<file path="config.mk">
export PLATFORM = sky130hd
export DESIGN_NAME = jtag_top
export DESIGN_NICKNAME = d
export VERILOG_FILES = /design/src/hw/jtag_pkg.sv /design/src/hw/jtag_tap_ctrl.sv /design/src/hw/jtag_ir.sv /design/src/hw/jtag_dr_bank.sv /design/src/hw/jtag_tdo_out.sv /design/src/hw/jtag_top.sv
export VERILOG_INCLUDE_DIRS = /design/src /design/src/hw
export SDC_FILE = /design/constraint.sdc
export NUM_CORES = 1
export LEC_CHECK = 0
export BUFFER_PORTS_ARGS = -buffer_cell sky130_fd_sc_hd__buf_4
export CAP_MARGIN = 40
export CORE_MARGIN = 4
export CORE_UTILIZATION = 56
export DETAILED_ROUTE_END_ITERATION = 10
export PLACE_DENSITY_LB_ADDON = 0.05
export SLEW_MARGIN = 20
export SYNTH_ARGS = -nofsm -noshare
export SYNTH_HDL_FRONTEND = slang
export SYNTH_SLANG_ARGS = --single-unit
export TNS_END_PERCENT = 5
</file>
<file path="constraint.sdc">
create_clock -name clk -period 6 [get_ports clk]
set_input_delay 1.2 -clock clk [delete_from_list [all_inputs] [get_ports clk]]
set_output_delay 1.2 -clock clk [all_outputs]
set_load 0.005 [all_outputs]
</file>
<file path="src/hw/jtag_consts.svh">
////////////////////////////////////////
// JTAG TAP widths, IDCODE value and
// instruction codes
////////////////////////////////////////
`ifndef JTAG_CONSTS_SVH
`define JTAG_CONSTS_SVH

// Instruction register width
`define JTAG_IR_LEN 5

// Device identifier, bit 0 is always 1 per IEEE 1149.1
`define JTAG_IDCODE 32'h1B3A_50C7

// Instruction codes, any unlisted code falls back to BYPASS
`define JTAG_INSN_IDCODE 5'd1
`define JTAG_INSN_USER   5'd8
`define JTAG_INSN_SYSRST 5'd10
`define JTAG_INSN_BYPASS 5'd31

// User data register width
`define JTAG_USER_W 32

`endif

</file>
<file path="src/hw/jtag_pkg.sv">
////////////////////////////////////////
// TAP state encoding and the strobe
// bundle shared by the TAP modules
////////////////////////////////////////
package jtag_pkg;

    // Sixteen TAP states, IR column sits at 9 and above
    typedef enum logic [3:0] {
        TAP_RESET      = 4'd0,
        TAP_IDLE       = 4'd1,
        TAP_SELECT_DR  = 4'd2,
        TAP_CAPTURE_DR = 4'd3,
        TAP_SHIFT_DR   = 4'd4,
        TAP_EXIT1_DR   = 4'd5,
        TAP_PAUSE_DR   = 4'd6,
        TAP_EXIT2_DR   = 4'd7,
        TAP_UPDATE_DR  = 4'd8,
        TAP_SELECT_IR  = 4'd9,
        TAP_CAPTURE_IR = 4'd10,
        TAP_SHIFT_IR   = 4'd11,
        TAP_EXIT1_IR   = 4'd12,
        TAP_PAUSE_IR   = 4'd13,
        TAP_EXIT2_IR   = 4'd14,
        TAP_UPDATE_IR  = 4'd15
    } tap_state_t;

    // Per-edge strobes, one clk wide, plus the shifting level
    typedef struct packed {
        logic tck_fall;
        logic capture_dr;
        logic shift_dr;
        logic update_dr;
        logic capture_ir;
        logic shift_ir;
        logic update_ir;
        logic tlr;
        logic shifting;
    } tap_ctrl_t;

endpackage

</file>
<file path="src/hw/jtag_tap_ctrl.sv">
////////////////////////////////////////
// TCK synchronizer, edge detector and
// sixteen-state TAP FSM
////////////////////////////////////////
`timescale 1ns/1ps

module jtag_tap_ctrl
    import jtag_pkg::*;
(
    input  logic      clk,
    input  logic      rst_n,
    input  logic      tck_i,
    input  logic      tms_i,
    output tap_ctrl_t ctrl_o,
    output logic      ir_path_o
);

    ////////////////////////////////////////
    // TCK oversampling
    ////////////////////////////////////////

    // Two sync flops, then one history flop for edge detect
    logic [1:0] tck_sync;
    logic       tck_hist;
    logic       tck_rise;
    logic       tck_fall;

    always_ff @(posedge clk) begin
        if (!rst_n) begin
            tck_sync <= 2'b00;
            tck_hist <= 1'b0;
        end else begin
            tck_sync <= {tck_sync[0], tck_i};
            tck_hist <= tck_sync[1];
        end
    end

    // Edge strobes, one clk each
    assign tck_rise = tck_sync[1] & ~tck_hist;
    assign tck_fall = ~tck_sync[1] & tck_hist;

    ////////////////////////////////////////
    // TAP state machine
    ////////////////////////////////////////

    tap_state_t state_q;
    tap_state_t state_d;

    // Standard 1149.1 transitions, TMS is settled well before the rise
    always_comb begin
        case (state_q)
            TAP_RESET:      state_d = tms_i ? TAP_RESET     : TAP_IDLE;
            TAP_IDLE:       state_d = tms_i ? TAP_SELECT_DR : TAP_IDLE;
            // DR column
            TAP_SELECT_DR:  state_d = tms_i ? TAP_SELECT_IR : TAP_CAPTURE_DR;
            TAP_CAPTURE_DR: state_d = tms_i ? TAP_EXIT1_DR  : TAP_SHIFT_DR;
            TAP_SHIFT_DR:   state_d = tms_i ? TAP_EXIT1_DR  : TAP_SHIFT_DR;
            TAP_EXIT1_DR:   state_d = tms_i ? TAP_UPDATE_DR : TAP_PAUSE_DR;
            TAP_PAUSE_DR:   state_d = tms_i ? TAP_EXIT2_DR  : TAP_PAUSE_DR;
            TAP_EXIT2_DR:   state_d = tms_i ? TAP_UPDATE_DR : TAP_SHIFT_DR;
            TAP_UPDATE_DR:  state_d = tms_i ? TAP_SELECT_DR : TAP_IDLE;
            // IR column
            TAP_SELECT_IR:  state_d = tms_i ? TAP_RESET     : TAP_CAPTURE_IR;
            TAP_CAPTURE_IR: state_d = tms_i ? TAP_EXIT1_IR  : TAP_SHIFT_IR;
            TAP_SHIFT_IR:   state_d = tms_i ? TAP_EXIT1_IR  : TAP_SHIFT_IR;
            TAP_EXIT1_IR:   state_d = tms_i ? TAP_UPDATE_IR : TAP_PAUSE_IR;
            TAP_PAUSE_IR:   state_d = tms_i ? TAP_EXIT2_IR  : TAP_PAUSE_IR;
            TAP_EXIT2_IR:   state_d = tms_i ? TAP_UPDATE_IR : TAP_SHIFT_IR;
            TAP_UPDATE_IR:  state_d = tms_i ? TAP_SELECT_DR : TAP_IDLE;
            default:        state_d = TAP_RESET;
        endcase
    end

    // State only moves on a detected TCK rise
    always_ff @(posedge clk) begin
        if (!rst_n) begin
            state_q <= TAP_IDLE;
        end else if (tck_rise) begin
            state_q <= state_d;
        end
    end

    ////////////////////////////////////////
    // Strobe generation
    ////////////////////////////////////////

    // Action of the current state fires with the rise that leaves it
    always_comb begin
        ctrl_o          = '0;
        ctrl_o.tck_fall = tck_fall;
        ctrl_o.shifting = (state_q == TAP_SHIFT_DR) || (state_q == TAP_SHIFT_IR);
        if (tck_rise) begin
            case (state_q)
                TAP_RESET:      ctrl_o.tlr        = 1'b1;
                TAP_CAPTURE_DR: ctrl_o.capture_dr = 1'b1;
                TAP_SHIFT_DR:   ctrl_o.shift_dr   = 1'b1;
                TAP_UPDATE_DR:  ctrl_o.update_dr  = 1'b1;
                TAP_CAPTURE_IR: ctrl_o.capture_ir = 1'b1;
                TAP_SHIFT_IR:   ctrl_o.shift_ir   = 1'b1;
                TAP_UPDATE_IR:  ctrl_o.update_ir  = 1'b1;
                default:        ;
            endcase
        end
    end

    // IR column is SelectIr through UpdateIr
    assign ir_path_o = (state_q >= TAP_SELECT_IR);

    // Register actions never overlap, so IR and DR logic can act blindly
    a_one_action: assert property (@(posedge clk) disable iff (!rst_n)
        $onehot0({ctrl_o.capture_dr, ctrl_o.shift_dr, ctrl_o.update_dr,
                  ctrl_o.capture_ir, ctrl_o.shift_ir, ctrl_o.update_ir, ctrl_o.tlr}))
        else $error("more than one TAP action strobe high");

endmodule

</file>
<file path="src/hw/jtag_ir.sv">
////////////////////////////////////////
// Instruction shift register and
// update latch
////////////////////////////////////////
`timescale 1ns/1ps
`include "jtag_consts.svh"

module jtag_ir
    import jtag_pkg::*;
(
    input  logic                    clk,
    input  logic                    rst_n,
    input  logic                    tdi_i,
    input  tap_ctrl_t               ctrl_i,
    output logic [`JTAG_IR_LEN-1:0] ir_o,
    output logic                    ir_so_o
);

    // Shift stage, separate from the latched instruction
    logic [`JTAG_IR_LEN-1:0] ir_sr;

    always_ff @(posedge clk) begin
        if (!rst_n) begin
            ir_sr <= `JTAG_INSN_IDCODE;
            ir_o  <= `JTAG_INSN_IDCODE;
        end else if (ctrl_i.tlr) begin
            // Test logic reset falls back to IDCODE
            ir_sr <= `JTAG_INSN_IDCODE;
            ir_o  <= `JTAG_INSN_IDCODE;
        end else begin
            // Capture pattern, low two bits must read 01
            if (ctrl_i.capture_ir) begin
                ir_sr <= {{(`JTAG_IR_LEN-2){1'b0}}, 2'b01};
            end
            // TDI enters at the MSB, LSB goes out first
            if (ctrl_i.shift_ir) begin
                ir_sr <= {tdi_i, ir_sr[`JTAG_IR_LEN-1:1]};
            end
            // New instruction takes effect here
            if (ctrl_i.update_ir) begin
                ir_o <= ir_sr;
            end
        end
    end

    assign ir_so_o = ir_sr[0];

    // Instruction must hold steady through a whole DR scan
    a_ir_stable: assert property (@(posedge clk)
        (rst_n && !ctrl_i.update_ir && !ctrl_i.tlr) |=> $stable(ir_o))
        else $error("instruction changed outside update_ir or tlr");

endmodule

</file>
<file path="src/hw/jtag_dr_bank.sv">
////////////////////////////////////////
// BYPASS, IDCODE, USER and SYSRST data
// registers with serial output select
////////////////////////////////////////
`timescale 1ns/1ps
`include "jtag_consts.svh"

module jtag_dr_bank
    import jtag_pkg::*;
(
    input  logic                    clk,
    input  logic                    rst_n,
    input  logic                    tdi_i,
    input  tap_ctrl_t               ctrl_i,
    input  logic [`JTAG_IR_LEN-1:0] ir_i,
    input  logic [`JTAG_USER_W-1:0] user_rdata_i,
    output logic [`JTAG_USER_W-1:0] user_wdata_o,
    output logic                    user_wr_o,
    output logic                    sys_rst_n_o,
    output logic                    dr_so_o
);

    ////////////////////////////////////////
    // Instruction decode
    ////////////////////////////////////////

    logic sel_idcode;
    logic sel_user;
    logic sel_sysrst;
    logic sel_bypass;

    always_comb begin
        sel_idcode = 1'b0;
        sel_user   = 1'b0;
        sel_sysrst = 1'b0;
        sel_bypass = 1'b0;
        case (ir_i)
            `JTAG_INSN_IDCODE: sel_idcode = 1'b1;
            `JTAG_INSN_USER:   sel_user   = 1'b1;
            `JTAG_INSN_SYSRST: sel_sysrst = 1'b1;
            `JTAG_INSN_BYPASS: sel_bypass = 1'b1;
            // Unknown codes act as BYPASS
            default:           sel_bypass = 1'b1;
        endcase
    end

    ////////////////////////////////////////
    // Shift registers
    ////////////////////////////////////////

    logic                    bypass_q;
    logic [31:0]             idcode_sr;
    logic [`JTAG_USER_W-1:0] user_sr;
    logic                    sysrst_sr;
    logic                    sysrst_q;

    // Only the selected register reacts, TDI in at MSB
    always_ff @(posedge clk) begin
        if (sel_bypass && ctrl_i.capture_dr) bypass_q <= 1'b0;
        if (sel_bypass && ctrl_i.shift_dr) bypass_q <= tdi_i;
        if (sel_idcode && ctrl_i.capture_dr) idcode_sr <= `JTAG_IDCODE;
        if (sel_idcode && ctrl_i.shift_dr) idcode_sr <= {tdi_i, idcode_sr[31:1]};
        if (sel_user && ctrl_i.capture_dr) user_sr <= user_rdata_i;
        if (sel_user && ctrl_i.shift_dr) user_sr <= {tdi_i, user_sr[`JTAG_USER_W-1:1]};
        // Reads back the live reset request
        if (sel_sysrst && ctrl_i.capture_dr) sysrst_sr <= sysrst_q;
        if (sel_sysrst && ctrl_i.shift_dr) sysrst_sr <= tdi_i;
    end

    ////////////////////////////////////////
    // Update side
    ////////////////////////////////////////

    always_ff @(posedge clk) begin
        if (!rst_n) begin
            user_wr_o <= 1'b0;
            sysrst_q  <= 1'b0;
        end else begin
            // Single-cycle write pulse toward the system
            user_wr_o <= sel_user && ctrl_i.update_dr;
            if (ctrl_i.tlr) begin
                sysrst_q <= 1'b0;
            end else if (sel_sysrst && ctrl_i.update_dr) begin
                sysrst_q <= sysrst_sr;
            end
        end
    end

    // Write data follows the pulse
    always_ff @(posedge clk) begin
        if (sel_user && ctrl_i.update_dr) user_wdata_o <= user_sr;
    end

    assign sys_rst_n_o = ~sysrst_q;

    // Serial out is the LSB of whichever register is selected
    assign dr_so_o = sel_idcode ? idcode_sr[0] :
                     sel_user   ? user_sr[0]   :
                     sel_sysrst ? sysrst_sr    : bypass_q;

    // One write per UpdateDr visit
    a_wr_pulse: assert property (@(posedge clk) disable iff (!rst_n)
        user_wr_o |=> !user_wr_o)
        else $error("user_wr_o high for two cycles");

endmodule

</file>
<file path="src/hw/jtag_tdo_out.sv">
////////////////////////////////////////
// TDO source select and falling-edge
// output register
////////////////////////////////////////
`timescale 1ns/1ps

module jtag_tdo_out
    import jtag_pkg::*;
(
    input  logic      clk,
    input  logic      rst_n,
    input  tap_ctrl_t ctrl_i,
    input  logic      ir_path_i,
    input  logic      ir_so_i,
    input  logic      dr_so_i,
    output logic      tdo_o,
    output logic      tdo_oe_o
);

    // Data is driven on TCK fall so the host samples it on the next rise
    always_ff @(posedge clk) begin
        if (!rst_n) begin
            tdo_o    <= 1'b0;
            tdo_oe_o <= 1'b0;
        end else if (ctrl_i.tck_fall) begin
            // IR column drives the instruction register bit
            tdo_o    <= ir_path_i ? ir_so_i : dr_so_i;
            // Pad enabled only while a Shift state is active
            tdo_oe_o <= ctrl_i.shifting;
        end
    end

endmodule

</file>
<file path="src/hw/jtag_top.sv">
////////////////////////////////////////
// JTAG TAP top, wires the controller,
// IR, DR bank and TDO stage together
////////////////////////////////////////
`timescale 1ns/1ps
`include "jtag_consts.svh"

module jtag_top
    import jtag_pkg::*;
(
    input  logic                    clk,
    input  logic                    rst_n,
    // JTAG pads
    input  logic                    tck_i,
    input  logic                    tms_i,
    input  logic                    tdi_i,
    output logic                    tdo_o,
    output logic                    tdo_oe_o,
    // System side
    input  logic [`JTAG_USER_W-1:0] user_rdata_i,
    output logic [`JTAG_USER_W-1:0] user_wdata_o,
    output logic                    user_wr_o,
    output logic                    sys_rst_n_o
);

    // Strobes fan out from the controller
    tap_ctrl_t               ctrl;
    logic                    ir_path;
    logic [`JTAG_IR_LEN-1:0] ir;
    logic                    ir_so;
    logic                    dr_so;

    jtag_tap_ctrl jtag_tap_ctrl_i (
        .clk       (clk),
        .rst_n     (rst_n),
        .tck_i     (tck_i),
        .tms_i     (tms_i),
        .ctrl_o    (ctrl),
        .ir_path_o (ir_path)
    );

    jtag_ir jtag_ir_i (
        .clk     (clk),
        .rst_n   (rst_n),
        .tdi_i   (tdi_i),
        .ctrl_i  (ctrl),
        .ir_o    (ir),
        .ir_so_o (ir_so)
    );

    jtag_dr_bank jtag_dr_bank_i (
        .clk          (clk),
        .rst_n        (rst_n),
        .tdi_i        (tdi_i),
        .ctrl_i       (ctrl),
        .ir_i         (ir),
        .user_rdata_i (user_rdata_i),
        .user_wdata_o (user_wdata_o),
        .user_wr_o    (user_wr_o),
        .sys_rst_n_o  (sys_rst_n_o),
        .dr_so_o      (dr_so)
    );

    jtag_tdo_out jtag_tdo_out_i (
        .clk       (clk),
        .rst_n     (rst_n),
        .ctrl_i    (ctrl),
        .ir_path_i (ir_path),
        .ir_so_i   (ir_so),
        .dr_so_i   (dr_so),
        .tdo_o     (tdo_o),
        .tdo_oe_o  (tdo_oe_o)
    );

endmodule

</file>
After elaboration in Yosys (flattened, before gate mapping)
Index checks and enable logic that the tools add are counted.
{"block": "totals", "regBits": 119, "output_inout_bits": 36, "word_cells": 100}
{"block": "op_classes", "magnitude_cmp": 1, "eq_ne": 18, "n_mux": 39, "bitwise": 6, "reduce_logical": 22}
{"cell": "32-bit 2-to-1 mux", "n": 4}
{"cell": "4-bit one-hot mux with 12 select lines", "n": 1}
{"cell": "4-bit equality test (second input constant)", "n": 8}
{"cell": "1-bit 2-to-1 mux", "n": 22}
{"cell": "4-bit by 3-bit equality test with 1-bit output (second input constant)", "n": 4}
{"cell": "4-bit 2-to-1 mux", "n": 4}
{"cell": "5-bit by 4-bit equality test with 1-bit output (second input constant)", "n": 2}
{"cell": "1-bit logical AND", "n": 10}
{"cell": "5-bit 2-to-1 mux", "n": 2}
{"cell": "2-bit nonzero test", "n": 5}
{"cell": "4-bit by 2-bit equality test with 1-bit output (second input constant)", "n": 2}
{"cell": "7-bit 2-to-1 mux", "n": 1}
{"cell": "2-bit 2-to-1 mux", "n": 3}
{"cell": "3-bit 2-to-1 mux", "n": 2}
{"cell": "2-bit OR reduction", "n": 3}
{"cell": "3-bit OR reduction", "n": 2}
{"cell": "5-bit by 1-bit equality test with 1-bit output (second input constant)", "n": 1}
{"cell": "4-bit by 1-bit equality test with 1-bit output (second input constant)", "n": 1}
{"cell": "4-bit greater-or-equal comparator (second input constant)", "n": 1}
{"cell": "4-bit logical NOT", "n": 1}
{"cell": "1-bit NOT", "n": 4}
{"cell": "1-bit AND", "n": 2}
{"cell": "1-bit logical OR", "n": 1}

Depth between registers and ports, before layout
{"block": "logic_depth", "ltp_word": 6, "ltp_mapped": 6, "mapped_depth_nobuf": 4}

Hierarchy
From an unflattened synthesis, not the netlist that was laid out.
{"block": "unflattened", "hier_cells": 323, "area_unflattened_um2": 4921.0}
{"mod": "jtag_dr_bank", "instances": 1, "cells_per_inst": 207, "area_each_um2": 3936.3}
{"mod": "jtag_tap_ctrl", "instances": 1, "cells_per_inst": 70, "area_each_um2": 523.0}
{"mod": "jtag_ir", "instances": 1, "cells_per_inst": 39, "area_each_um2": 385.4}
{"mod": "jtag_tdo_out", "instances": 1, "cells_per_inst": 7, "area_each_um2": 76.3}

Worst setup path after synthesis
OpenSTA, ideal clock, no wires.
{"block": "synth_path", "kind": "register to register", "from": "register jtag_tap_ctrl_i.state_q[1]", "to": "register jtag_dr_bank_i.user_sr[0], enable pin", "arrival_time_ns": 4.397, "setup_slack_ns": 1.090, "path_stages_with_launch": 6, "period_less_slack_ns": 4.910, "cell_sequence": "dfxtp_1 > clkbuf_1 > clkbuf_1 > nand2_1 > o22ai_1 > nor4b_1"}
{"block": "synth_via", "elab_chain_cells": 5}
{"element": "from (decl)", "line": "jtag_tap_ctrl.sv:46", "text": "tap_state_t state_q;"}
{"element": "from (signal assigned)", "line": "jtag_tap_ctrl.sv:79", "text": "state_q <= state_d;"}
{"element": "4-bit by 3-bit equality test with 1-bit output or 4-bit by 2-bit equality test with 1-bit output (tied branches)", "line": "jtag_tap_ctrl.sv:93", "text": "case (state_q)"}
{"element": "1-bit 2-to-1 mux", "line": "jtag_tap_ctrl.sv:93"}
{"element": "7-bit 2-to-1 mux (*)", "line": "jtag_tap_ctrl.sv:92", "text": "if (tck_rise) begin"}
{"element": "1-bit logical AND (on tied branches)", "line": "jtag_dr_bank.sv:64, jtag_dr_bank.sv:63"}
{"element": "2-bit nonzero test (no line) (*)"}
{"element": "to (signal assigned)", "line": "jtag_dr_bank.sv:63", "text": "if (sel_user && ctrl_i.capture_dr) user_sr <= user_rdata_i;"}
{"element": "to (signal assigned)", "line": "jtag_dr_bank.sv:64", "text": "if (sel_user && ctrl_i.shift_dr) user_sr <= {tdi_i, user_sr[`JTAG_USER_W-1:1]};"}
{"element": "to (decl)", "line": "jtag_dr_bank.sv:53", "text": "logic [`JTAG_USER_W-1:0] user_sr;"}
Mark *: on every way between the ends. The rest lies on a longest branch, timed or not.
A chain may end at the register's enable or synchronous reset.

Worst setup path in the final report
{"block": "layout_path", "from": "register jtag_tap_ctrl_i.state_q[2]", "to": "register jtag_dr_bank_i.user_sr[3] (data pin)"}
{"block": "layout_via", "elab_chain_cells": 5}
{"element": "4-bit by 3-bit equality test with 1-bit output", "line": "jtag_tap_ctrl.sv:93"}
{"element": "1-bit 2-to-1 mux", "line": "jtag_tap_ctrl.sv:93"}
{"element": "7-bit 2-to-1 mux", "line": "jtag_tap_ctrl.sv:92"}
{"element": "1-bit logical AND", "line": "jtag_dr_bank.sv:64"}
{"element": "32-bit 2-to-1 mux", "line": "jtag_dr_bank.sv:64"}
No other way between the ends.

==> flow_metrics.env <==
export IMPL_status="finished clean"
export IMPL_io_pins=73
export IMPL_drt_initial_drc_count=127
export IMPL_synth_edf_count=98
export IMPL_ys_top_cells_by_area="edfxtp_1 (61%), mux2_4 (9.3%), dfxtp_1 (8.7%)"
export IMPL_worst_setup_path_type="flip-flop to flip-flop"
export IMPL_report_final_slew_viol_count=0
export IMPL_min_from="jtag_tap_ctrl_i.tck_sync[0]"
export IMPL_finish_utilization_pct=72.7
export IMPL_register_area_sq_um=3360
export IMPL_overflow=0
export IMPL_rsz0062_at_grt="no"
export IMPL_irDropWorstVdd_uv=274
export IMPL_power_share_switching_pct=19.7
export IMPL_syn_area_sq_um=4840
export IMPL_async_flop_share_pct=0
export IMPL_cts_clk_slew_worst_paths_ns=0.06
export IMPL_clock_path_buffers=2
export IMPL_seq_area_frac_synth_pct=69.5
export IMPL_hpwl_um=5480
export IMPL_nFillCells=537
export IMPL_period_needed_ns=2.79
export IMPL_start_util_pct=58.3
export IMPL_ys_flop_type="edfxtp_1"
export IMPL_cp_required_ns=6.24
export IMPL_reg2regPathDepth=4
export IMPL_power_internal_mw=1.51
export IMPL_postCtsHoldBufs=0
export IMPL_drt_pass1_iterations=4
export IMPL_vias=2830
export IMPL_cts_tree="done"
export IMPL_skew_ns=0.0106
export IMPL_cellLeakagePower_nw=2.34
export IMPL_synth_top_area_cell="edfxtp_1"
export IMPL_finalSetupViolCount=0
export IMPL_multiInputGateArea_sq_um=1370
export IMPL_cts_root_buf="clkbuf_8"
export IMPL_grt_max_degree=34
export IMPL_startpoint="jtag_tap_ctrl_i.state_q[2]"
export IMPL_vias_per_cell=5.50
export IMPL_drive_above_1_share_pct=36.6
export IMPL_syn2layout_area_growth_pct=24.7
export IMPL_slew_headroom_pct=54.4
export IMPL_synth_top_area_share_pct=60.8
export IMPL_syn_area_per_cell_sq_um=15.1
export IMPL_antenna_found_initial=0
export IMPL_dp_cells=482
export IMPL_ff2ff_setup_slack_ns=3.21
export IMPL_max_freq_ghz=0.358
export IMPL_power_density_nw_per_um2=311
export IMPL_die_y_um=101
export IMPL_track_usage_pct=18.7
export IMPL_start_kind="flip-flop"
export IMPL_drtAntennaViolNets=0
export IMPL_wl_per_cell_um=17.2
export IMPL_cap_violations=0
export IMPL_critPathCapture="jtag_dr_bank_i.user_sr[3]"
export IMPL_core_area_sq_um=8300
export IMPL_timing_final_hold_violations=0
export IMPL_port_buffers=72
export IMPL_finalNonFillerCells=515
export IMPL_drc=0
export IMPL_syn_nets=357
export IMPL_reg2reg_from="jtag_tap_ctrl_i.state_q[2]"
export IMPL_r2r_end="jtag_dr_bank_i.user_sr[3]"
export IMPL_yosys_warnings=0
export IMPL_gp_congestion=0.807
export IMPL_path_max_fanout=20
export IMPL_cts_resized=0
export IMPL_ys_top_cells_by_count="edfxtp_1 (98), mux2_4 (30), dfxtp_1 (21)"
export IMPL_holdCritPathClass="flip-flop to flip-flop"
export IMPL_die_w_um=101
export IMPL_endpoint_kind="flip-flop"
export IMPL_combPwrFrac_pct=2.8
export IMPL_synth_distinct_cells=39
export IMPL_nNetsFinal=434
export IMPL_htree_levels=4
export IMPL_clkPwrFrac_pct=49.7
export IMPL_fin_crit_sh_pct=46.5
export IMPL_worst_skew_pair_late_latency_ns=0.50
export IMPL_netlist_instances=320
export IMPL_grt_pass1_vias=2749
export IMPL_antenna_cells=0
export IMPL_die_area_sq_um=10200
export IMPL_synth_seq_cells=119
export IMPL_cts_made_buffers=17
export IMPL_worst_slew_pin_slew_ns=0.683
export IMPL_post_cts_buffers=0
export IMPL_grt_pass1_wl_um=14200
export IMPL_crit_arrival_ns=3.03
export IMPL_yosysMostFrequentCell="edfxtp_1"
export IMPL_switchingPower_mw=0.370
export IMPL_wirelength_um=8870
export IMPL_fin_tns_setup_ns=0
export IMPL_seqPwrFrac_pct=47.5
export IMPL_rows=33
export IMPL_clock_sinks=119
-- area by class of cell --
type                       count  area share [%]
inverter                       4           0.249
sequential                   119            55.7
multi-input combinational    176            22.7
tap                          105            2.18
timing repair buffer          79            10.0
clock inverter                13            2.18
clock buffer                  19            6.99
-- critical path: stages (launching register included) --
cell and delay, ns:
dfxtp_1 0.66, or4b_4 0.57, or3_2 0.71, buf_12 0.27
mux2_4 0.30
-- layer usage --
layer  track usage, %  vias up  share of wire [%]
li1                 -     1354                  -
met1             25.8     1378                 46
met2             27.5       92                 46
met3             6.44        6                6.5
met4             7.16        0               0.81
met5                0        -                  0
-- cell usage in the layout (no fill, tap or decap), types with 2 or more instances in the layout --
master and instances:
clkbuf_16 16, edfxtp_1 98, nor2_1 15, clkinv_2 4, nand4_1 2, mux2_2 3
and3_1 17, inv_1 4, nand3_1 7, and2_1 4, o221ai_1 2, a21oi_1 9
mux2i_1 6, bufinv_16 2, dfxtp_1 21, buf_4 77, clkbuf_1 2, nand2b_1 17
clkinvlp_4 4, nor3_1 9, mux2_4 30, o211ai_1 3, nand2_1 15, a31oi_1 2
nor2b_1 4, o21ai_0 10
-- state kept, by name (all words and copies together) (netlist names) --
signal and count:
jtag_dr_bank_i.idcode_sr 32, jtag_dr_bank_i.user_sr 32, jtag_dr_bank_i.user_wdata_o 32, jtag_ir_i.ir_o 5, jtag_ir_i.ir_sr 5, jtag_tap_ctrl_i.state_q 4
jtag_tap_ctrl_i.tck_sync 2, jtag_dr_bank_i.bypass_q 1, jtag_dr_bank_i.sysrst_q 1, jtag_dr_bank_i.sysrst_sr 1, jtag_dr_bank_i.user_wr_o 1, jtag_tap_ctrl_i.tck_hist 1
jtag_tdo_out_i.tdo_o 1, jtag_tdo_out_i.tdo_oe_o 1
-- how the worst min path moves through the flow --
stage	to	slack [ns]	cells after the start
2_1_floorplan	jtag_tap_ctrl_i.tck_sync[1]	0.41	1
3_3_place_gp	jtag_tap_ctrl_i.tck_sync[1]	0.43	1
3_5_place_dp	jtag_tap_ctrl_i.tck_sync[1]	0.42	1
4_1_cts	jtag_tap_ctrl_i.tck_sync[1]	0.45	1
5_1_grt	jtag_dr_bank_i.user_wdata_o[25]	0.47	0
6_report	jtag_tap_ctrl_i.tck_sync[1]	0.45	1
-- stage by stage --
step | hold WS [ns] | power (mW) | instance area (sq um) | setup WS [ns]
after floorplan | 0.412 | 0.938 | 4840 | 1.09
after global placement | 0.427 | 0.960 | 5440 | 3.22
after detailed placement | 0.421 | 0.961 | 5480 | 3.23
after CTS | 0.445 | 1.90 | 6030 | 3.23
after global routing | 0.466 | 1.95 | 6030 | 3.11
final | 0.448 | 1.88 | 6030 | 3.21
-- power by group through the flow --
stage / combinational, mW / sequential [mW] / clock, mW
floorplan: 0.0317 / 0.906 / 0
global placement: 0.0502 / 0.910 / 0
detailed placement: 0.0511 / 0.910 / 0
CTS: 0.0519 / 0.893 / 0.952
global route: 0.0561 / 0.894 / 0.997
finish: 0.0517 / 0.893 / 0.934
-- logic make-up after synthesis --
| logic type | Yosys count | share of synthesized area, % |
|---|---|---|
| mux | 39 | 11.3 |
| flops | 119 | 69.5 |
| compound gates | 34 | 4.50 |
| simple gates | 102 | 11.9 |
| xor+xnor | 1 | 0.181 |
| buf+inv | 25 | 2.61 |
Note: power is estimated with default switching activity, not from simulation.
